[src/llc_consts_pkg.sv]
`default_nettype none

package llc_consts_pkg;

    // cache geometry.
    localparam int LLC_WAYS       = 4;
    localparam int LLC_SETS       = 16;
    localparam int LLC_SET_BITS   = 4;
    localparam int LLC_TAG_BITS   = 8;
    localparam int LLC_WAY_BITS   = 2;
    localparam int LINE_ADDR_BITS = LLC_TAG_BITS + LLC_SET_BITS;
    localparam int LEN_BITS       = 4;

    // request command codes.
    localparam int CMD_BITS = 2;

    localparam logic [CMD_BITS-1:0] CMD_READ     = 2'd0;
    localparam logic [CMD_BITS-1:0] CMD_DMA_READ = 2'd1;
    localparam logic [CMD_BITS-1:0] CMD_FLUSH    = 2'd2;

endpackage

`default_nettype wire
[src/llc_types_pkg.sv]
`default_nettype none

package llc_types_pkg;

    typedef logic [llc_consts_pkg::LLC_SET_BITS-1:0]   llc_set_t;
    typedef logic [llc_consts_pkg::LLC_TAG_BITS-1:0]   llc_tag_t;
    typedef logic [llc_consts_pkg::LLC_WAY_BITS-1:0]   llc_way_t;
    typedef logic [llc_consts_pkg::LINE_ADDR_BITS-1:0] line_addr_t;
    typedef logic [llc_consts_pkg::LEN_BITS-1:0]       burst_len_t;
    typedef logic [llc_consts_pkg::CMD_BITS-1:0]       llc_cmd_t;

    // all tags and valid bits of one set, way 0 in the low slot.
    typedef llc_tag_t [llc_consts_pkg::LLC_WAYS-1:0] llc_tags_t;
    typedef logic [llc_consts_pkg::LLC_WAYS-1:0]     llc_valids_t;

    typedef struct packed {
        llc_tag_t tag;
        llc_set_t set;
    } line_breakdown_llc_t;

    typedef struct packed {
        llc_cmd_t   cmd;
        line_addr_t addr;
        burst_len_t len_m1;
    } llc_req_t;

    typedef struct packed {
        line_addr_t addr;
        logic       hit;
        logic       evict_valid;
        line_addr_t evict_addr;
        logic       last;
        logic       flush_done;
    } llc_rsp_t;

    typedef enum logic [2:0] {
        RST_SWEEP,
        IDLE,
        DECODE,
        LOOKUP,
        UPDATE,
        FLUSH_SWEEP
    } llc_state_t;

endpackage

`default_nettype wire

[src/llc_top.sv]
`timescale 1ns/1ps
`default_nettype none

module llc_top (
    input  logic                    clk,
    input  logic                    rst,
    input  logic                    req_valid,
    input  llc_types_pkg::llc_req_t req,
    output logic                    ready,
    output logic                    busy,
    output logic                    rsp_valid,
    output llc_types_pkg::llc_rsp_t rsp
);

    // controller to register block.
    logic rst_state;
    logic decode_en;
    logic lookup_en;
    logic update_en;
    logic clr_rst_stall;
    logic set_flush_stall;
    logic clr_flush_stall;
    logic set_req_stall;
    logic clr_req_stall;
    logic incr_sweep_set;
    logic clr_sweep_set;
    logic load_dma_addr;
    logic incr_dma_addr;
    logic set_dma_read_pending;
    logic clr_dma_read_pending;

    // register block to controller.
    logic                      rst_stall;
    logic                      flush_stall;
    logic                      req_stall;
    logic                      dma_read_pending;
    logic                      evict_valid;
    llc_types_pkg::llc_set_t   sweep_set;
    llc_types_pkg::line_addr_t dma_addr;
    llc_types_pkg::burst_len_t lines_left;
    llc_types_pkg::llc_req_t   cur_req;
    llc_types_pkg::line_addr_t evict_addr;

    // tag array side.
    logic                               tag_wr_en;
    logic                               tag_clr_set;
    logic                               tag_advance;
    logic                               hit_way_found;
    llc_types_pkg::llc_way_t            tag_wr_way;
    llc_types_pkg::llc_way_t            hit_way;
    llc_types_pkg::llc_way_t            way_next;
    llc_types_pkg::llc_tags_t           tags_buf;
    llc_types_pkg::llc_valids_t         valid_buf;
    llc_types_pkg::line_breakdown_llc_t cur_line;

    assign cur_line = dma_addr;

    llc_ctrl llc_ctrl_i (.*);

    llc_regs llc_regs_i (
        .*,
        .held_req ()
    );

    llc_tag_array llc_tag_array_i (
        .clk        (clk),
        .rst        (rst),
        .rd_set     (cur_line.set),
        .tag_lookup (cur_line.tag),
        .wr_en      (tag_wr_en),
        .wr_way     (tag_wr_way),
        .wr_tag     (cur_line.tag),
        .clr_set    (sweep_set),
        .clr_en     (tag_clr_set),
        .advance    (tag_advance),
        .tags_buf   (tags_buf),
        .valid_buf  (valid_buf),
        .way_next   (way_next),
        .hit        (hit_way_found),
        .hit_way    (hit_way)
    );

endmodule

`default_nettype wire

[src/llc_tag_array.sv]
`timescale 1ns/1ps
`default_nettype none

module llc_tag_array (
    input  logic                       clk,
    input  logic                       rst,
    input  llc_types_pkg::llc_set_t    rd_set,
    input  llc_types_pkg::llc_tag_t    tag_lookup,
    input  logic                       wr_en,
    input  llc_types_pkg::llc_way_t    wr_way,
    input  llc_types_pkg::llc_tag_t    wr_tag,
    input  llc_types_pkg::llc_set_t    clr_set,
    input  logic                       clr_en,
    input  logic                       advance,
    output llc_types_pkg::llc_tags_t   tags_buf,
    output llc_types_pkg::llc_valids_t valid_buf,
    output llc_types_pkg::llc_way_t    way_next,
    output logic                       hit,
    output llc_types_pkg::llc_way_t    hit_way
);

    llc_types_pkg::llc_tags_t   tags   [llc_consts_pkg::LLC_SETS];
    llc_types_pkg::llc_valids_t valids [llc_consts_pkg::LLC_SETS];
    llc_types_pkg::llc_way_t    ptrs   [llc_consts_pkg::LLC_SETS];

    assign tags_buf  = tags[rd_set];
    assign valid_buf = valids[rd_set];
    assign way_next  = ptrs[rd_set];

    // without a hit, hit_way falls back to the victim pointer.
    always_comb begin
        hit     = 1'b0;
        hit_way = way_next;
        for (int w = 0; w < llc_consts_pkg::LLC_WAYS; w++) begin
            if (valid_buf[w] && tags_buf[w] == tag_lookup) begin
                hit     = 1'b1;
                hit_way = llc_types_pkg::llc_way_t'(w);
            end
        end
    end

    always_ff @(posedge clk) begin
        if (clr_en) begin
            valids[clr_set] <= '0;
        end else if (wr_en) begin
            tags[rd_set][wr_way]   <= wr_tag;
            valids[rd_set][wr_way] <= 1'b1;
        end
    end

    // round-robin victim pointer per set, wrapping modulo the way count.
    always_ff @(posedge clk or negedge rst) begin
        if (!rst) begin
            for (int s = 0; s < llc_consts_pkg::LLC_SETS; s++)
                ptrs[s] <= '0;
        end else if (clr_en) begin
            ptrs[clr_set] <= '0;
        end else if (advance) begin
            ptrs[rd_set] <= ptrs[rd_set] + 1'b1;
        end
    end

endmodule

`default_nettype wire

[src/llc_ctrl.sv]
`timescale 1ns/1ps
`default_nettype none

module llc_ctrl (
    input  logic                      clk,
    input  logic                      rst,
    input  logic                      req_valid,
    input  logic                      rst_stall,
    input  logic                      flush_stall,
    input  logic                      req_stall,
    input  logic                      dma_read_pending,
    input  llc_types_pkg::llc_set_t   sweep_set,
    input  llc_types_pkg::line_addr_t dma_addr,
    input  llc_types_pkg::burst_len_t lines_left,
    input  llc_types_pkg::llc_req_t   cur_req,
    input  llc_types_pkg::line_addr_t evict_addr,
    input  logic                      evict_valid,
    input  logic                      hit_way_found,
    input  llc_types_pkg::llc_way_t   hit_way,
    output logic                      rst_state,
    output logic                      decode_en,
    output logic                      lookup_en,
    output logic                      update_en,
    output logic                      clr_rst_stall,
    output logic                      set_flush_stall,
    output logic                      clr_flush_stall,
    output logic                      set_req_stall,
    output logic                      clr_req_stall,
    output logic                      incr_sweep_set,
    output logic                      clr_sweep_set,
    output logic                      load_dma_addr,
    output logic                      incr_dma_addr,
    output logic                      set_dma_read_pending,
    output logic                      clr_dma_read_pending,
    output logic                      tag_wr_en,
    output llc_types_pkg::llc_way_t   tag_wr_way,
    output logic                      tag_clr_set,
    output logic                      tag_advance,
    output logic                      rsp_valid,
    output llc_types_pkg::llc_rsp_t   rsp,
    output logic                      busy
);

    llc_types_pkg::llc_state_t state;
    llc_types_pkg::llc_state_t next_state;
    logic                      last_set;

    assign last_set  = (sweep_set == llc_types_pkg::llc_set_t'(llc_consts_pkg::LLC_SETS - 1));
    assign rst_state = (state == llc_types_pkg::RST_SWEEP);
    assign decode_en = (state == llc_types_pkg::DECODE);
    assign lookup_en = (state == llc_types_pkg::LOOKUP);
    assign update_en = (state == llc_types_pkg::UPDATE);
    assign busy      = (state != llc_types_pkg::IDLE) | req_stall | flush_stall | rst_stall;

    // anything strobed outside IDLE waits in the holding slot.
    assign set_req_stall = req_valid && (state != llc_types_pkg::IDLE);

    // on a miss hit_way is the victim pointer, so one write serves both cases.
    assign tag_wr_way = hit_way;

    always_ff @(posedge clk or negedge rst) begin
        if (!rst)
            state <= llc_types_pkg::RST_SWEEP;
        else
            state <= next_state;
    end

    always_comb begin
        next_state           = state;
        clr_rst_stall        = 1'b0;
        set_flush_stall      = 1'b0;
        clr_flush_stall      = 1'b0;
        clr_req_stall        = 1'b0;
        incr_sweep_set       = 1'b0;
        clr_sweep_set        = 1'b0;
        load_dma_addr        = 1'b0;
        incr_dma_addr        = 1'b0;
        set_dma_read_pending = 1'b0;
        clr_dma_read_pending = 1'b0;
        tag_wr_en            = 1'b0;
        tag_clr_set          = 1'b0;
        tag_advance          = 1'b0;
        rsp_valid            = 1'b0;
        rsp                  = '0;
        case (state)
            llc_types_pkg::RST_SWEEP: begin
                tag_clr_set    = 1'b1;
                incr_sweep_set = 1'b1;
                if (last_set) begin
                    clr_rst_stall = 1'b1;
                    next_state    = llc_types_pkg::IDLE;
                end
            end
            llc_types_pkg::IDLE: begin
                if (req_stall) begin
                    clr_req_stall = 1'b1;
                    next_state    = llc_types_pkg::DECODE;
                end else if (req_valid) begin
                    next_state = llc_types_pkg::DECODE;
                end
            end
            llc_types_pkg::DECODE: begin
                // within a burst the address register already holds the next line.
                if (dma_read_pending) begin
                    next_state = llc_types_pkg::LOOKUP;
                end else begin
                    case (cur_req.cmd)
                        llc_consts_pkg::CMD_READ: begin
                            load_dma_addr = 1'b1;
                            next_state    = llc_types_pkg::LOOKUP;
                        end
                        llc_consts_pkg::CMD_DMA_READ: begin
                            load_dma_addr        = 1'b1;
                            set_dma_read_pending = 1'b1;
                            next_state           = llc_types_pkg::LOOKUP;
                        end
                        llc_consts_pkg::CMD_FLUSH: begin
                            set_flush_stall = 1'b1;
                            clr_sweep_set   = 1'b1;
                            next_state      = llc_types_pkg::FLUSH_SWEEP;
                        end
                        default: next_state = llc_types_pkg::IDLE;
                    endcase
                end
            end
            llc_types_pkg::LOOKUP: begin
                next_state = llc_types_pkg::UPDATE;
            end
            llc_types_pkg::UPDATE: begin
                tag_wr_en        = 1'b1;
                tag_advance      = !hit_way_found;
                incr_dma_addr    = 1'b1;
                rsp_valid        = 1'b1;
                rsp.addr         = dma_addr;
                rsp.hit          = hit_way_found;
                rsp.evict_valid  = evict_valid && !hit_way_found;
                rsp.evict_addr   = evict_addr;
                rsp.last         = (lines_left == '0);
                if (lines_left == '0) begin
                    clr_dma_read_pending = 1'b1;
                    next_state           = llc_types_pkg::IDLE;
                end else begin
                    next_state = llc_types_pkg::DECODE;
                end
            end
            llc_types_pkg::FLUSH_SWEEP: begin
                if (flush_stall) begin
                    tag_clr_set     = 1'b1;
                    incr_sweep_set  = 1'b1;
                    clr_flush_stall = last_set;
                end else begin
                    rsp_valid      = 1'b1;
                    rsp.flush_done = 1'b1;
                    next_state     = llc_types_pkg::IDLE;
                end
            end
            default: next_state = llc_types_pkg::IDLE;
        endcase
    end

    // a line response follows its lookup, a flush response follows the sweep of the last set.
    a_rsp_state: assert property (@(posedge clk) disable iff (!rst)
        rsp_valid |-> (state == llc_types_pkg::UPDATE && $past(state) == llc_types_pkg::LOOKUP)
                      || (state == llc_types_pkg::FLUSH_SWEEP && !flush_stall
                          && $past(flush_stall) && $past(last_set)));

endmodule

`default_nettype wire

[src/llc_regs.sv]
`timescale 1ns/1ps
`default_nettype none

module llc_regs (
    input  logic                       clk,
    input  logic                       rst,
    input  logic                       rst_state,
    input  logic                       decode_en,
    input  logic                       lookup_en,
    input  logic                       update_en,
    input  logic                       clr_rst_stall,
    input  logic                       set_flush_stall,
    input  logic                       clr_flush_stall,
    input  logic                       set_req_stall,
    input  logic                       clr_req_stall,
    input  logic                       incr_sweep_set,
    input  logic                       clr_sweep_set,
    input  logic                       load_dma_addr,
    input  logic                       incr_dma_addr,
    input  logic                       set_dma_read_pending,
    input  logic                       clr_dma_read_pending,
    input  logic                       req_valid,
    input  llc_types_pkg::llc_req_t    req,
    input  llc_types_pkg::llc_way_t    way_next,
    input  llc_types_pkg::llc_tags_t   tags_buf,
    input  llc_types_pkg::llc_valids_t valid_buf,
    output logic                       rst_stall,
    output logic                       flush_stall,
    output logic                       req_stall,
    output logic                       dma_read_pending,
    output llc_types_pkg::llc_set_t    sweep_set,
    output llc_types_pkg::line_addr_t  dma_addr,
    output llc_types_pkg::burst_len_t  lines_left,
    output llc_types_pkg::llc_req_t    cur_req,
    output llc_types_pkg::llc_req_t    held_req,
    output llc_types_pkg::line_addr_t  evict_addr,
    output logic                       evict_valid,
    output logic                       ready
);

    llc_types_pkg::line_breakdown_llc_t cur_line;

    assign cur_line = dma_addr;
    assign ready    = ~(req_stall | rst_stall);

    // ------------------------------------------------------------------------
    // controller flags, clear wins over set.
    // ------------------------------------------------------------------------

    always_ff @(posedge clk or negedge rst) begin
        if (!rst)
            rst_stall <= 1'b1;
        else if (clr_rst_stall)
            rst_stall <= 1'b0;
    end

    always_ff @(posedge clk or negedge rst) begin
        if (!rst) begin
            flush_stall      <= 1'b0;
            req_stall        <= 1'b0;
            dma_read_pending <= 1'b0;
        end else begin
            if (rst_state || clr_flush_stall)
                flush_stall <= 1'b0;
            else if (set_flush_stall)
                flush_stall <= 1'b1;

            if (rst_state || clr_req_stall)
                req_stall <= 1'b0;
            else if (set_req_stall)
                req_stall <= 1'b1;

            if (rst_state || clr_dma_read_pending)
                dma_read_pending <= 1'b0;
            else if (set_dma_read_pending)
                dma_read_pending <= 1'b1;
        end
    end

    // ------------------------------------------------------------------------
    // counters.
    // ------------------------------------------------------------------------

    always_ff @(posedge clk or negedge rst) begin
        if (!rst)
            sweep_set <= '0;
        else if (clr_sweep_set)
            sweep_set <= '0;
        else if (incr_sweep_set)
            sweep_set <= sweep_set + 1'b1;
    end

    // a single read loads zero lines left, so its first update is its last.
    always_ff @(posedge clk or negedge rst) begin
        if (!rst)
            lines_left <= '0;
        else if (rst_state)
            lines_left <= '0;
        else if (load_dma_addr)
            lines_left <= set_dma_read_pending ? cur_req.len_m1 : '0;
        else if (update_en && lines_left != '0)
            lines_left <= lines_left - 1'b1;
    end

    // the line address wraps within its 12 bits during a burst.
    always_ff @(posedge clk) begin
        if (load_dma_addr)
            dma_addr <= cur_req.addr;
        else if (incr_dma_addr)
            dma_addr <= dma_addr + 1'b1;
    end

    // ------------------------------------------------------------------------
    // current and held request.
    // ------------------------------------------------------------------------

    always_ff @(posedge clk) begin
        if (set_req_stall)
            held_req <= req;
        if (clr_req_stall)
            cur_req <= held_req;
        else if (req_valid && !set_req_stall)
            cur_req <= req;
    end

    // victim of the current line, taken while the set is presented.
    always_ff @(posedge clk) begin
        if (lookup_en)
            evict_addr <= {tags_buf[way_next], cur_line.set};
    end

    always_ff @(posedge clk or negedge rst) begin
        if (!rst)
            evict_valid <= 1'b0;
        else if (decode_en)
            evict_valid <= 1'b0;
        else if (lookup_en)
            evict_valid <= valid_buf[way_next];
    end

    // the controller never raises and drops one flag in the same cycle.
    a_flag_strobes: assert property (@(posedge clk) disable iff (!rst)
        !(set_flush_stall && clr_flush_stall) && !(set_req_stall && clr_req_stall)
        && !(set_dma_read_pending && clr_dma_read_pending));

    // the outside strobes only while the holding slot is free.
    a_req_ready: assert property (@(posedge clk) disable iff (!rst)
        req_valid |-> ready);

endmodule

`default_nettype wire

[config.mk]
export PLATFORM = sky130hd
export DESIGN_NAME = llc_top
export DESIGN_NICKNAME = d
export VERILOG_FILES = /design/src/llc_consts_pkg.sv /design/src/llc_types_pkg.sv /design/src/llc_top.sv /design/src/llc_tag_array.sv /design/src/llc_ctrl.sv /design/src/llc_regs.sv
export SDC_FILE = /design/constraint.sdc
export NUM_CORES = 1
export LEC_CHECK = 0
export BUFFER_PORTS_ARGS = -buffer_cell sky130_fd_sc_hd__buf_2
export CAP_MARGIN = 20
export CORE_ASPECT_RATIO = 1.5
export CORE_UTILIZATION = 60
export DETAILED_ROUTE_END_ITERATION = 7
export HOLD_SLACK_MARGIN = 0.05
export PLACE_DENSITY = 0.81
export SYNTH_ARGS = -nofsm -noshare
export SYNTH_HDL_FRONTEND = slang
export SYNTH_SLANG_ARGS = --single-unit
[constraint.sdc]
create_clock -name clk -period 5.74 [get_ports clk]
set_input_delay 1.148 -clock clk [delete_from_list [all_inputs] [get_ports clk]]
set_output_delay 1.148 -clock clk [all_outputs]
set_load 0.01 [all_outputs]
Word level (Yosys, flattened, before mapping)
Memories as Yosys holds them, arrays and structs flattened. A register that Yosys moved wholly into a read port is not among the register bits.
Index checks and enable logic that the tools add are counted.
Word-level totals
  bits in registers: 108
  RAM bits: 576
  bits of input ports: 21
  word-level logic and storage cells: 190
  memories kept: 2
Memory list
  llc_tag_array_i.tags: depth 16, width 32, rd ports 1, clocked after memory_dff 1, write ports 1, line llc_tag_array.sv:22  | llc_types_pkg::llc_tags_t tags [llc_consts_pkg::LLC_SETS];
  llc_tag_array_i.valids: depth 16, width 4, rd ports 1, clocked after memory_dff 1, write ports 1, line llc_tag_array.sv:23  | llc_types_pkg::llc_valids_t valids [llc_consts_pkg::LLC_SETS];
Operators by class
  add/subtract/negate cells: 4
  magnitude comparators: 7
  eq/ne operators: 16
  muxes and demuxes: 88
  bitwise logic cells: 9
  reduce and logical (&&, ||, !) cells: 32
Operators by type and width (count)
  32-bit two-way mux: 3
  4-bit two-way mux: 12
  1-bit two-way mux: 40
  18-bit two-way mux: 2
  32-bit bitwise AND: 1
  32-bit bitwise mux: 1
  8-bit equality test: 4
  32-bit NOT: 1
  27-bit two-way mux: 1
  12-bit two-way mux: 2
  2-bit two-way mux: 9
  3-bit one-hot mux with 6 select lines: 1
  8-bit binary-select mux with 2-bit select: 1
  2-bit demux with 4-bit select: 2
  8-bit demux with 2-bit select: 1
  8-bit two-way mux: 2
  2-bit nonzero test: 8
  3-bit two-way mux: 5
  12-bit by 1-bit adder with 12-bit output (second input constant): 1
  1-bit logical AND: 11
  5-bit greater-or-equal comparator (second input constant): 2
  5-bit by 1-bit less-than comparator with 1-bit output (second input constant): 2
  4-bit NOT with 5-bit output: 2
  2-bit binary-select mux with 4-bit select: 1
  other kinds (30): 41

Longest topological paths before layout
Gate-level depths: netlist of run 1.
  word-level depth: 15
  gate-level depth with buffers: 18

By module
From an unflattened synthesis of run 1, not the netlist that was laid out.
Unflattened totals
  cells, all modules: 1665
  area total of the unflattened synthesis: 28929.0 um^2
By module, submodules not included
  llc_tag_array: instances 1, cells each 1377, area each 25134.1 um^2
  llc_regs: instances 1, cells each 209, area each 3206.8 um^2
  llc_ctrl: instances 1, cells each 79, area each 588.1 um^2

Worst setup path after synthesis of run 1
No wires, ideal clock.
  path kind: register to output
  start point: register llc_regs_i.dma_addr[5]
  end point: output port rsp[14] (netlist bit)
  arrival time: 3.213 ns
  data required time: 4.592 ns
  slack: 1.379 ns
  cell stages (with the launch flop): 11
  buffers on the path: 2
  path through: edfxtp_1 > buf_1 > xnor2_1 > mux2i_1 > nor3_1 > o21ai_0 > nor4_2 > or2_2 > nor3_1 > buf_2 > and2_1
RTL lines
  from (decl): line llc_regs.sv:32  | output llc_types_pkg::line_addr_t dma_addr,
  from (signal assigned): line llc_regs.sv:108  | dma_addr <= cur_req.addr;
  from (signal assigned): line llc_regs.sv:110  | dma_addr <= dma_addr + 1'b1;
  to (decl): line llc_top.sv:12  | output llc_types_pkg::llc_rsp_t rsp

==> results.sh, run 1 <==
export IMPL_finalHoldViolCount=0
export IMPL_synth_lib_cells_used_distinct=59
export IMPL_seq_power_share=0.432
export IMPL_finalWeightedCongestion=0.894
export IMPL_final_worst_hold_slack_ns=0.413
export IMPL_synth_ff_latch_count=688
export IMPL_finalCritPeriodShare=0.951
export IMPL_ant_nets=0
export IMPL_tritoncts_clock_tree="built"
export IMPL_synthTopCellsByCount="sky130_fd_sc_hd__edfxtp_1 (636), sky130_fd_sc_hd__nor2_1 (165), sky130_fd_sc_hd__mux4_2 (156)"
export IMPL_setup_violations=0
export IMPL_synth_area_um2=29100
export IMPL_die_area_um2=49300
export IMPL_fin_skew_ns=0.0274
export IMPL_clock_insertion_delay_worst_skew_ns=0.60
export IMPL_number_of_nets_at_the_end_of_the_flow=1808
export IMPL_synth_largest_area_cell="sky130_fd_sc_hd__edfxtp_1"
export IMPL_detailedRoute_firstPassIterationCount=6
export IMPL_grt_start_max_net_pins=79
export IMPL_numPortBuffers=51
export IMPL_p_comb_frac=0.299
export IMPL_crit_start_category="flip-flop"
export IMPL_fraction_of_the_yosys_area_taken_by_sequential_cells=0.701
export IMPL_areaGrowthSynthToFinish_pct=11.0
export IMPL_synth_async_sr_flop_share=0.0698
export IMPL_cts_sink_count=688
export IMPL_grt_antenna_before_repair=6
export IMPL_viasPerCell=6.72
export IMPL_max_cap_violations=0
export IMPL_via_count_of_the_first_global_routing_pass=16738
export IMPL_final_setup_tns_ns=0
export IMPL_cts_htree_levels=2
export IMPL_worst_hold_path_type="in2async"
export IMPL_finalMaxSlewViolations=0
export IMPL_floorplan_die_width_um=182
export IMPL_grt_busiest_layer="met2"
export IMPL_number_of_enable_flip_flop_cells_after_synthesis=636
export IMPL_routed_wl_um=73000
export IMPL_die_height_um=272
export IMPL_cts_max_path_buffers=3
export IMPL_grt_pass1_wl_um=108000
export IMPL_start_util=0.609
export IMPL_required_ns=4.59
export IMPL_rsz0062_at_grt="false"
export IMPL_grt_util_met1=0.367
export IMPL_fp_coreArea_um2=47700
export IMPL_groute_layer_met3_usage=0.0436
export IMPL_crit_path_end_kind="primary output"
export IMPL_synth_top_area_frac=0.657
export IMPL_post_cts_setup_buffer_count=0
export IMPL_dr_total_vias=16302
export IMPL_power_density_cell_area_nw_per_um2=465
export IMPL_ys_top_cells_by_area="sky130_fd_sc_hd__edfxtp_1 (66%), sky130_fd_sc_hd__mux4_2 (12%), sky130_fd_sc_hd__dfrtp_1 (4.0%)"
export IMPL_clock_tree_root_cell="sky130_fd_sc_hd__clkbuf_16"
export IMPL_finalWorstPathRequiredPeriod_ns=5.46
export IMPL_post_dp_hpwl_um=46500
export IMPL_route_detailed_drc=0
export IMPL_worstRegToRegCells=10
export IMPL_ir_worst_vdd_mv=0.379
export IMPL_synthesis_area_per_instance_um2=17.2
export IMPL_initialDrtViolationCount=2020
export IMPL_ratio_of_cells_with_drive_above_1_in_the_final_layout=0.246
export IMPL_total_cts_buffers=54
export IMPL_switchingPower_mw=4.93
export IMPL_pwr_share_clk=0.270
export IMPL_total_power_mw=15.0
export IMPL_num_rows=98
export IMPL_postSynthNetCount=1716
export IMPL_ys_flop_type="sky130_fd_sc_hd__edfxtp_1"
export IMPL_synthMostInstantiatedCell="sky130_fd_sc_hd__edfxtp_1"
export IMPL_relSlewSlack=0.199
export IMPL_cp_data_arrival_time_ns=4.31
export IMPL_run_status="complete, no violations"
export IMPL_syn_inst=1685
export IMPL_worstMarginPinSlew_ns=1.19
export IMPL_max_freq_mhz=183
export IMPL_groute_layer_met2_usage=0.522
export IMPL_grt_usage=0.304
export IMPL_global_route_overflow_total=0
export IMPL_timing_setup_critical_path_class="reg2out"
export IMPL_ioPinCount=52
export IMPL_drt_wirelength_per_cell_um=30.1
export IMPL_critical_path_peak_fanout=25
export IMPL_clk_transition_reported_paths_ns=0.07
export IMPL_yosys_warnings=0
export IMPL_final_fill_count=2855
export IMPL_switching_share=0.329
export IMPL_internal_power_component_mw=10.1
export IMPL_total_leakage_power_nw=11.0
-- worst paths after layout --
path | start | slack, ns | endpoint
max | flip-flop | 0.28 | rsp[14]
min reg2reg | llc_regs_i.rst_stall | 0.51 | llc_regs_i.rst_stall
max in group asynchronous | rst | 4.80 | llc_tag_array_i.ptrs[15]
min | rst | 0.41 | llc_regs_i.flush_stall
min in group clk | llc_regs_i.rst_stall | 0.51 | llc_regs_i.rst_stall
max reg2reg | flip-flop | 0.58 | llc_tag_array_i.tags[8][5]
-- through the flow --
| step | instances | area, um^2 | setup WS (ns) | utilization |
|---|---|---|---|---|
| after floorplan | 1685 | 29100 | 1.38 | - |
| after global placement | 2318 | 30300 | 0.833 | 0.634 |
| after detailed placement | 2318 | 30300 | 0.658 | 0.634 |
| after CTS | 2420 | 32200 | 0.175 | 0.675 |
| after global routing | 2427 | 32200 | 0.125 | 0.676 |
| final | 2427 | 32200 | 0.281 | 0.676 |
-- placed cells by master, fill, tap and decap left out, types with 36 or more instances in the layout --
master                      netlist  final
sky130_fd_sc_hd__buf_2           25     51
sky130_fd_sc_hd__mux4_2         156    156
sky130_fd_sc_hd__mux2_2          36     36
sky130_fd_sc_hd__buf_4            6     84
sky130_fd_sc_hd__nor2_1         165    165
sky130_fd_sc_hd__o21ai_0         36     36
sky130_fd_sc_hd__dfrtp_1         47     47
sky130_fd_sc_hd__edfxtp_1       636    636
sky130_fd_sc_hd__nand2_1        114    114
sky130_fd_sc_hd__nand3_1         38     38
sky130_fd_sc_hd__mux2i_1         95     95
sky130_fd_sc_hd__clkbuf_16        0     54
-- power groups by stage --
stage               Combinational, mW  Sequential [mW]  Clock (mW)
floorplan                        3.16             6.32           0
global placement                 4.19             6.56           0
detailed placement               4.29             6.58           0
CTS                              4.36             6.48        4.05
global route                     4.68             6.51        4.23
finish                           4.48             6.47        4.04
-- registers in the layout (all words and copies together) (netlist names), named ones only --
name and flops:
llc_regs_i.flush_stall 1, llc_regs_i.rst_stall 1, llc_regs_i.held_req 18, llc_regs_i.lines_left 4, llc_regs_i.dma_addr 12, llc_regs_i.cur_req 18, llc_regs_i.dma_read_pending 1, llc_tag_array_i.ptrs 32
llc_tag_array_i.valids 64, llc_regs_i.evict_addr 12, llc_regs_i.evict_valid 1, llc_regs_i.sweep_set 4, llc_ctrl_i.state 3, llc_regs_i.req_stall 1, llc_tag_array_i.tags 512
-- timing repair --
item | 4_1_cts | 5_1_grt
endpoints found under the setup margin | 0 | 1
hold buffers | 0 | 0
resized for setup | 0 | 1
-- per-layer routing --
metal,vias to the layer above,share of wire
li1,6735,-
met1,8252,0.33
met2,1053,0.52
met3,258,0.079
met4,4,0.067
met5,-,0.00037
-- layout make-up --
class                      count  area (um^2)  area share
clock buffer                  63         1390      0.0430
tap                          600          751      0.0233
antenna                        4         10.0    0.000310
sequential                   688        20400       0.633
clock inverter                39          537      0.0166
timing repair buffer         143         1030      0.0320
multi-input combinational    878         8090       0.251
inverter                      12         45.0     0.00140
-- worst max-delay path, cell delays in order (launching register included) --
cell	delay, ns
sky130_fd_sc_hd__dfxtp_4	0.60
sky130_fd_sc_hd__buf_4	0.47
sky130_fd_sc_hd__mux4_2	0.56
sky130_fd_sc_hd__a22oi_1	0.20
sky130_fd_sc_hd__nand3_1	0.16
sky130_fd_sc_hd__xor2_1	0.19
sky130_fd_sc_hd__nor4_1	0.50
sky130_fd_sc_hd__nand4_1	0.26
sky130_fd_sc_hd__o31ai_2	0.22
sky130_fd_sc_hd__nor3_1	0.18
sky130_fd_sc_hd__and2_1	0.23
sky130_fd_sc_hd__buf_2	0.13
-- cell families after synthesis --
kind of cell	Yosys count	synth area share
compound gates	109	0.0233
xor+xnor	56	0.0169
fa+ha+maj	10	0.00431
buf+inv	119	0.0207
flops	688	0.701
mux	287	0.168
simple gates	416	0.0660
Power figures use the tool's default switching activity.
==> inputs of run 2 (changes only) <==
--- a/config.mk
+++ b/config.mk
@@ -8,6 +8,7 @@
 export BUFFER_PORTS_ARGS = -buffer_cell sky130_fd_sc_hd__buf_2
 export CAP_MARGIN = 20
 export CORE_ASPECT_RATIO = 1.5
+export CORE_MARGIN = 4
 export CORE_UTILIZATION = 60
 export DETAILED_ROUTE_END_ITERATION = 7
 export HOLD_SLACK_MARGIN = 0.05
==> run 2 against run 1 <==
Against the previous run:
- clock power down 3%
- cell count down 0.70%
- sequential power about the same
- critical endpoint unchanged
==> results.sh, run 2 (synthesis gave the netlist of run 1 again) <==
export IMPL_run_status="complete, no violations"
export IMPL_worstMarginPinSlew_ns=1.06
export IMPL_fin_area_um2=32100
export IMPL_floorplan_die_width_um=188
export IMPL_mostFrequentLayoutCell="sky130_fd_sc_hd__edfxtp_1"
export IMPL_die_area_um2=52100
export IMPL_final_setup_tns_ns=0
export IMPL_cts_htree_levels=2
export IMPL_crit_path_end_kind="primary output"
export IMPL_cts_hold_repair_buffers=0
export IMPL_cp_data_arrival_time_ns=4.53
export IMPL_clk_transition_reported_paths_ns=0.07
export IMPL_fp_coreArea_um2=47800
export IMPL_clock_tree_root_cell="sky130_fd_sc_hd__clkbuf_16"
export IMPL_routed_wl_um=72900
export IMPL_start_util=0.608
export IMPL_fin_skew_ns=0.0267
export IMPL_multi_input_area_um2=8080
export IMPL_grt_antenna_before_repair=0
export IMPL_num_antenna_cells=0
export IMPL_max_freq_mhz=176
export IMPL_ir_worst_vdd_mv=0.388
export IMPL_detailedRoute_firstPassIterationCount=6
export IMPL_dr_total_vias=16375
export IMPL_viasPerCell=6.79
export IMPL_ant_nets=0
export IMPL_relSlewSlack=0.291
export IMPL_largest_reg_flops=512
export IMPL_placement_cell_area_um2=30100
export IMPL_regArea_um2=20400
export IMPL_clock_insertion_delay_worst_skew_ns=0.61
export IMPL_whs_path_depth=1
export IMPL_max_flop_register="llc_tag_array_i.tags"
export IMPL_grt_usage=0.279
export IMPL_drt_wirelength_per_cell_um=30.3
export IMPL_ratio_of_cells_with_drive_above_1_in_the_final_layout=0.238
export IMPL_route_detailed_drc=0
export IMPL_ioPinCount=52
export IMPL_grt_start_max_net_pins=79
export IMPL_die_height_um=278
export IMPL_setup_violations=0
export IMPL_initialDrtViolationCount=2051
export IMPL_crit_start_category="flip-flop"
export IMPL_largest_registers="llc_tag_array_i.tags: 512 flops, llc_tag_array_i.valids: 64 flops, llc_tag_array_i.ptrs: 32 flops"
export IMPL_grt_pass1_wl_um=108000
export IMPL_place_ws_ns=0.598
export IMPL_reg2reg_slack_ns=0.56
export IMPL_total_leakage_power_nw=10.9
export IMPL_worst_hold_path_type="reg2reg"
export IMPL_number_of_nets_at_the_end_of_the_flow=1795
export IMPL_max_cap_violations=0
export IMPL_via_count_of_the_first_global_routing_pass=16644
export IMPL_finalWorstPathRequiredPeriod_ns=5.68
export IMPL_finalCritPeriodShare=0.989
export IMPL_cts_max_path_buffers=3
export IMPL_dr_wl_met3_um=6310
export IMPL_detailroute_wirelength_met2_um=37500
export IMPL_tritoncts_clock_tree="built"
export IMPL_final_worst_hold_slack_ns=0.489
export IMPL_final_fill_count=3012
export IMPL_numPortBuffers=51
export IMPL_total_cts_buffers=56
export IMPL_finalHoldViolCount=0
export IMPL_finalWeightedCongestion=0.927
export IMPL_global_route_overflow_total=0
export IMPL_num_rows=98
export IMPL_mostFrequentLayoutCells="sky130_fd_sc_hd__edfxtp_1 (636), sky130_fd_sc_hd__nor2_1 (165), sky130_fd_sc_hd__mux4_2 (156), sky130_fd_sc_hd__nand2_1 (114), sky130_fd_sc_hd__mux2i_1 (95)"
export IMPL_post_dp_hpwl_um=46500
export IMPL_cts_sink_count=688
export IMPL_critical_path_peak_fanout=24
export IMPL_required_ns=4.59
export IMPL_final_critical_path_setup_slack_ns=0.0644
export IMPL_power_density_cell_area_nw_per_um2=464
export IMPL_timing_setup_critical_path_class="reg2out"
export IMPL_worstRegToRegCells=11
export IMPL_rsz0062_at_grt="false"
export IMPL_routedLengthMet1_um=24100
export IMPL_top_signal_layer_used="met4"
export IMPL_areaGrowthSynthToFinish_pct=10.4
export IMPL_finalMaxSlewViolations=0
export IMPL_finalCoreUtilization=0.671
[run 2: cell count changes in the layout (fill, tap and decap cells not counted), sizes merged]
cell / change
bufinv: -6
buf: -16
clkinv: -1
clkbuf: +14
clkinvlp: -4
diode: -4
[run 2: final cells by class]
cell class | instances | area share
Tap cell | 600 | 0.0234
Multi-Input combinational cell | 878 | 0.252
Clock inverter | 28 | 0.00955
Clock buffer | 76 | 0.0485
Inverter | 12 | 0.00140
Timing Repair Buffer | 128 | 0.0298
Sequential cell | 688 | 0.635
[run 2: where the power goes]
part           internal [mW]  switching, mW  total, mW
combinational           1.79           2.74       4.53
clock                   2.18           1.72       3.90
sequential              6.03          0.421       6.45
total                   10.0           4.88       14.9
[run 2: worst max-delay path, stage by stage (launching register included)]
cell                       delay [ns]
sky130_fd_sc_hd__dfxtp_4         0.55
sky130_fd_sc_hd__buf_12          0.25
sky130_fd_sc_hd__buf_4           0.31
sky130_fd_sc_hd__mux4_2          0.26
sky130_fd_sc_hd__and2_1          0.13
sky130_fd_sc_hd__a211oi_1        0.05
sky130_fd_sc_hd__a21oi_1         0.63
sky130_fd_sc_hd__o21ai_0         0.24
sky130_fd_sc_hd__nor4_2          0.54
sky130_fd_sc_hd__or2_2           0.29
sky130_fd_sc_hd__nor3_1          0.07
sky130_fd_sc_hd__buf_4           0.23
sky130_fd_sc_hd__and2_1          0.18
sky130_fd_sc_hd__buf_2           0.14
[run 2: repair_timing]
item | 4_1_cts | 5_1_grt
resized for setup | 0 | 1
setup endpoints to repair | 0 | 2
setup buffers | 0 | 2
[run 2: path summary, 6_finish.rpt]
check                                      from                         end
min reg2reg                llc_regs_i.rst_stall        llc_regs_i.rst_stall
max                                   flip-flop                     rsp[14]
max reg2reg                           flip-flop  llc_tag_array_i.tags[1][3]
min                        llc_regs_i.rst_stall        llc_regs_i.rst_stall
min in group asynchronous                   rst    llc_regs_i.lines_left[1]
max in group asynchronous                   rst    llc_tag_array_i.ptrs[20]
[run 2: per-layer routing]
metal	vias to the layer above	GRT usage
met5	-	0
met4	0	0.155
met3	273	0.0420
met2	1085	0.473
met1	8296	0.347
li1	6721	-
[run 2: through the flow]
stage | total power [mW] | instances
3_3_place_gp | 10.7 | 2302
2_1_floorplan | 9.49 | 1685
6_report | 14.9 | 2410
4_1_cts | 14.7 | 2406
3_5_place_dp | 10.9 | 2302
5_1_grt | 15.4 | 2410
==> inputs of run 3 (changes only) <==
--- a/config.mk
+++ b/config.mk
@@ -5,6 +5,7 @@
 export SDC_FILE = /design/constraint.sdc
 export NUM_CORES = 1
 export LEC_CHECK = 0
+export ABC_AREA = 1
 export BUFFER_PORTS_ARGS = -buffer_cell sky130_fd_sc_hd__buf_2
 export CAP_MARGIN = 20
 export CORE_ASPECT_RATIO = 1.5
==> run 3 against run 2 <==
Against the previous run:
- design area increased by 5.3%
- critical endpoint unchanged
- highest routed layer unchanged
- clock skew about the same
- largest cell class unchanged
- setup slack improved by 0.41 ns
- area after synthesis rose by 6.8%
- wire length rose by 18%
- die area increased by 6.6%
- largest power group is now combinational cells
- total power rose by 18%
- global-route usage rose by 2.4 points
- clock power up 6.4%
- sequential power down 1%
==> results.sh, run 3 <==
export IMPL_run_status="complete, no violations"
export IMPL_ratio_of_cells_with_drive_above_1_in_the_final_layout=0.0792
export IMPL_max_cap_violations=0
export IMPL_route_detailed_drc=0
export IMPL_hold_path_startpoint="llc_regs_i.rst_stall"
export IMPL_placement_cell_area_um2=31800
export IMPL_worstRegToRegCells=17
export IMPL_yosys_warnings=0
export IMPL_post_cts_setup_buffer_count=0
export IMPL_number_of_enable_flip_flop_cells_after_synthesis=636
export IMPL_start_util=0.610
export IMPL_synth_largest_area_cell="sky130_fd_sc_hd__edfxtp_1"
export IMPL_postSynthNetCount=3043
export IMPL_final_critical_path_setup_slack_ns=0.476
export IMPL_grt_util_met1=0.360
export IMPL_finalWeightedCongestion=0.984
export IMPL_routed_wl_um=86100
export IMPL_detailedRoute_firstPassIterationCount=6
export IMPL_ys_flop_type="sky130_fd_sc_hd__edfxtp_1"
export IMPL_post_dp_hpwl_um=53700
export IMPL_worstMarginPinSlew_ns=1.07
export IMPL_final_fill_count=3628
export IMPL_fin_area_um2=33800
export IMPL_fin_skew_ns=0.0267
export IMPL_place_ws_ns=1.06
export IMPL_cp_data_arrival_time_ns=4.12
export IMPL_cts_htree_levels=2
export IMPL_mostFrequentLayoutCell="sky130_fd_sc_hd__edfxtp_1"
export IMPL_fp_coreArea_um2=50900
export IMPL_grt_busiest_layer="met2"
export IMPL_die_area_um2=55500
export IMPL_cts_sink_count=688
export IMPL_finalHoldViolCount=0
export IMPL_mostFrequentLayoutCells="sky130_fd_sc_hd__edfxtp_1 (636), sky130_fd_sc_hd__nand2_1 (609), sky130_fd_sc_hd__nor2_1 (460), sky130_fd_sc_hd__nand3_1 (376), sky130_fd_sc_hd__inv_1 (233)"
export IMPL_clock_tree_root_cell="sky130_fd_sc_hd__clkbuf_16"
export IMPL_setup_violations=0
export IMPL_required_ns=4.59
export IMPL_tritoncts_clock_tree="built"
export IMPL_synth_area_um2=31000
export IMPL_rsz0062_at_grt="false"
export IMPL_numPortBuffers=51
export IMPL_ir_worst_vdd_mv=0.516
export IMPL_min_delay_endpoint="llc_regs_i.rst_stall"
export IMPL_synthesis_area_per_instance_um2=10.3
export IMPL_crit_path_end_kind="primary output"
export IMPL_ioPinCount=52
export IMPL_dr_total_vias=23370
export IMPL_largest_registers="llc_tag_array_i.tags: 512 flops, llc_tag_array_i.valids: 64 flops, llc_tag_array_i.ptrs: 32 flops"
export IMPL_final_setup_tns_ns=0
export IMPL_via_count_of_the_first_global_routing_pass=23425
export IMPL_crit_reg2reg_capture="llc_tag_array_i.tags[0][19]"
export IMPL_floorplan_die_width_um=194
export IMPL_areaGrowthSynthToFinish_pct=8.82
export IMPL_max_flop_register="llc_tag_array_i.tags"
export IMPL_groute_layer_met3_usage=0.0420
export IMPL_crit_start_category="flip-flop"
export IMPL_global_route_overflow_total=0
export IMPL_finalMaxSlewViolations=0
export IMPL_worst_hold_path_type="reg2reg"
export IMPL_ant_nets=0
export IMPL_max_freq_mhz=190
export IMPL_synth_ff_latch_count=688
export IMPL_power_density_cell_area_nw_per_um2=518
export IMPL_initialDrtViolationCount=3130
export IMPL_largest_reg_flops=512
export IMPL_grt_antenna_before_repair=1
export IMPL_viasPerCell=6.27
export IMPL_total_cts_buffers=58
export IMPL_cts_max_path_buffers=3
export IMPL_synthTopCellsByCount="sky130_fd_sc_hd__edfxtp_1 (636), sky130_fd_sc_hd__nand2_1 (609), sky130_fd_sc_hd__nor2_1 (461)"
export IMPL_ys_top_cells_by_area="sky130_fd_sc_hd__edfxtp_1 (62%), sky130_fd_sc_hd__nand2_1 (7.4%), sky130_fd_sc_hd__nand3_1 (6.1%)"
export IMPL_die_height_um=287
export IMPL_syn_inst=3012
export IMPL_critical_path_peak_fanout=95
export IMPL_num_rows=101
export IMPL_clk_transition_reported_paths_ns=0.07
export IMPL_clock_insertion_delay_worst_skew_ns=0.61
export IMPL_synth_lib_cells_used_distinct=48
export IMPL_cts_resized_gates=0
export IMPL_fraction_of_the_yosys_area_taken_by_sequential_cells=0.656
export IMPL_total_leakage_power_nw=12.9
export IMPL_synth_top_area_frac=0.615
export IMPL_grt_start_max_net_pins=96
export IMPL_finalWorstPathRequiredPeriod_ns=5.26
export IMPL_finalCritPeriodShare=0.917
export IMPL_relSlewSlack=0.281
export IMPL_synth_async_sr_flop_share=0.0698
export IMPL_grt_usage=0.303
export IMPL_timing_setup_critical_path_class="reg2out"
export IMPL_whs_path_depth=1
export IMPL_synthMostInstantiatedCell="sky130_fd_sc_hd__edfxtp_1"
export IMPL_drt_wirelength_per_cell_um=23.1
export IMPL_cts_hold_repair_buffers=0
export IMPL_reg2reg_slack_ns=0.85
export IMPL_grt_pass1_wl_um=132000
export IMPL_number_of_nets_at_the_end_of_the_flow=3037
export IMPL_groute_layer_met2_usage=0.525
run 3: changes by cell type after synthesis, sizes merged, moves of 95 or more:
| cell | change |
|---|---|
| nor2 | +300 |
| o21ai | +159 |
| mux4 | -156 |
| nand3 | +339 |
| nand2 | +498 |
| inv | +226 |
| mux2i | -95 |
run 3: worst max path at each step:
| stage | start | endpoint | cells after the start |
|---|---|---|---|
| final | flip-flop | rsp[14] | 15 |
| after global routing | flip-flop | rsp[14] | 15 |
| after floorplan | llc_regs_i.dma_addr[9] | rsp[15] | 11 |
| after global placement | flip-flop | llc_tag_array_i.tags[3][17] | 17 |
| after detailed placement | flip-flop | llc_tag_array_i.tags[3][16] | 17 |
| after CTS | flip-flop | rsp[14] | 17 |
run 3: layout make-up:
| class | instances | area, um^2 | area share |
|---|---|---|---|
| antenna | 2 | 5.00 | 0.000148 |
| clock buffer | 80 | 1680 | 0.0497 |
| clock inverter | 29 | 338 | 0.0100 |
| inverter | 245 | 928 | 0.0275 |
| multi-input combinational | 1912 | 8880 | 0.263 |
| sequential | 688 | 20400 | 0.603 |
| tap | 669 | 837 | 0.0248 |
| timing repair buffer | 101 | 731 | 0.0216 |
run 3: report_power, final:
part	total (mW)	internal (mW)	switching, mW
Sequential	6.36	6.12	0.240
Combinational	6.99	1.78	5.21
Clock	4.15	2.36	1.79
Total	17.5	10.3	7.24
run 3: layer usage:
metal | share of wire | vias to the layer above
li1 | - | 10331
met1 | 0.34 | 11096
met2 | 0.50 | 1547
met3 | 0.091 | 396
met4 | 0.074 | 0
met5 | 0 | -
run 3: kinds of logic after synthesis:
family | synth area share
AOI/OAI and AO/OA | 0.0753
xor gates and xnor gates | 0.00169
adders and majority gates | 0.00403
buffers and inverters | 0.0579
DFF | 0.656
muxes | 0.00653
and+or+nand+nor | 0.198
run 3: worst max-delay path, cell delays in order, from the launching register on:
cell,delay [ns]
sky130_fd_sc_hd__dfxtp_4,0.57
sky130_fd_sc_hd__buf_12,0.40
sky130_fd_sc_hd__buf_12,0.29
sky130_fd_sc_hd__o21ai_0,0.15
sky130_fd_sc_hd__o211ai_1,0.28
sky130_fd_sc_hd__nand3_1,0.30
sky130_fd_sc_hd__nand2_1,0.20
sky130_fd_sc_hd__nand2_1,0.06
sky130_fd_sc_hd__nand2_1,0.07
sky130_fd_sc_hd__nor2_1,0.05
sky130_fd_sc_hd__nand2_1,0.11
sky130_fd_sc_hd__nand2_1,0.12
sky130_fd_sc_hd__nor2_4,0.35
sky130_fd_sc_hd__nand2_1,0.15
sky130_fd_sc_hd__nor2_1,0.14
sky130_fd_sc_hd__buf_2,0.14
run 3: stage by stage:
stage               utilization  total power [mW]  hold slack, ns  instances
floorplan                     -              11.1           0.462       3012
global placement          0.624              13.0           0.470       3615
detailed placement        0.624              13.2           0.471       3615
CTS                       0.663              17.3           0.487       3724
global route              0.663              18.3           0.505       3724
finish                    0.663              17.5           0.486       3726
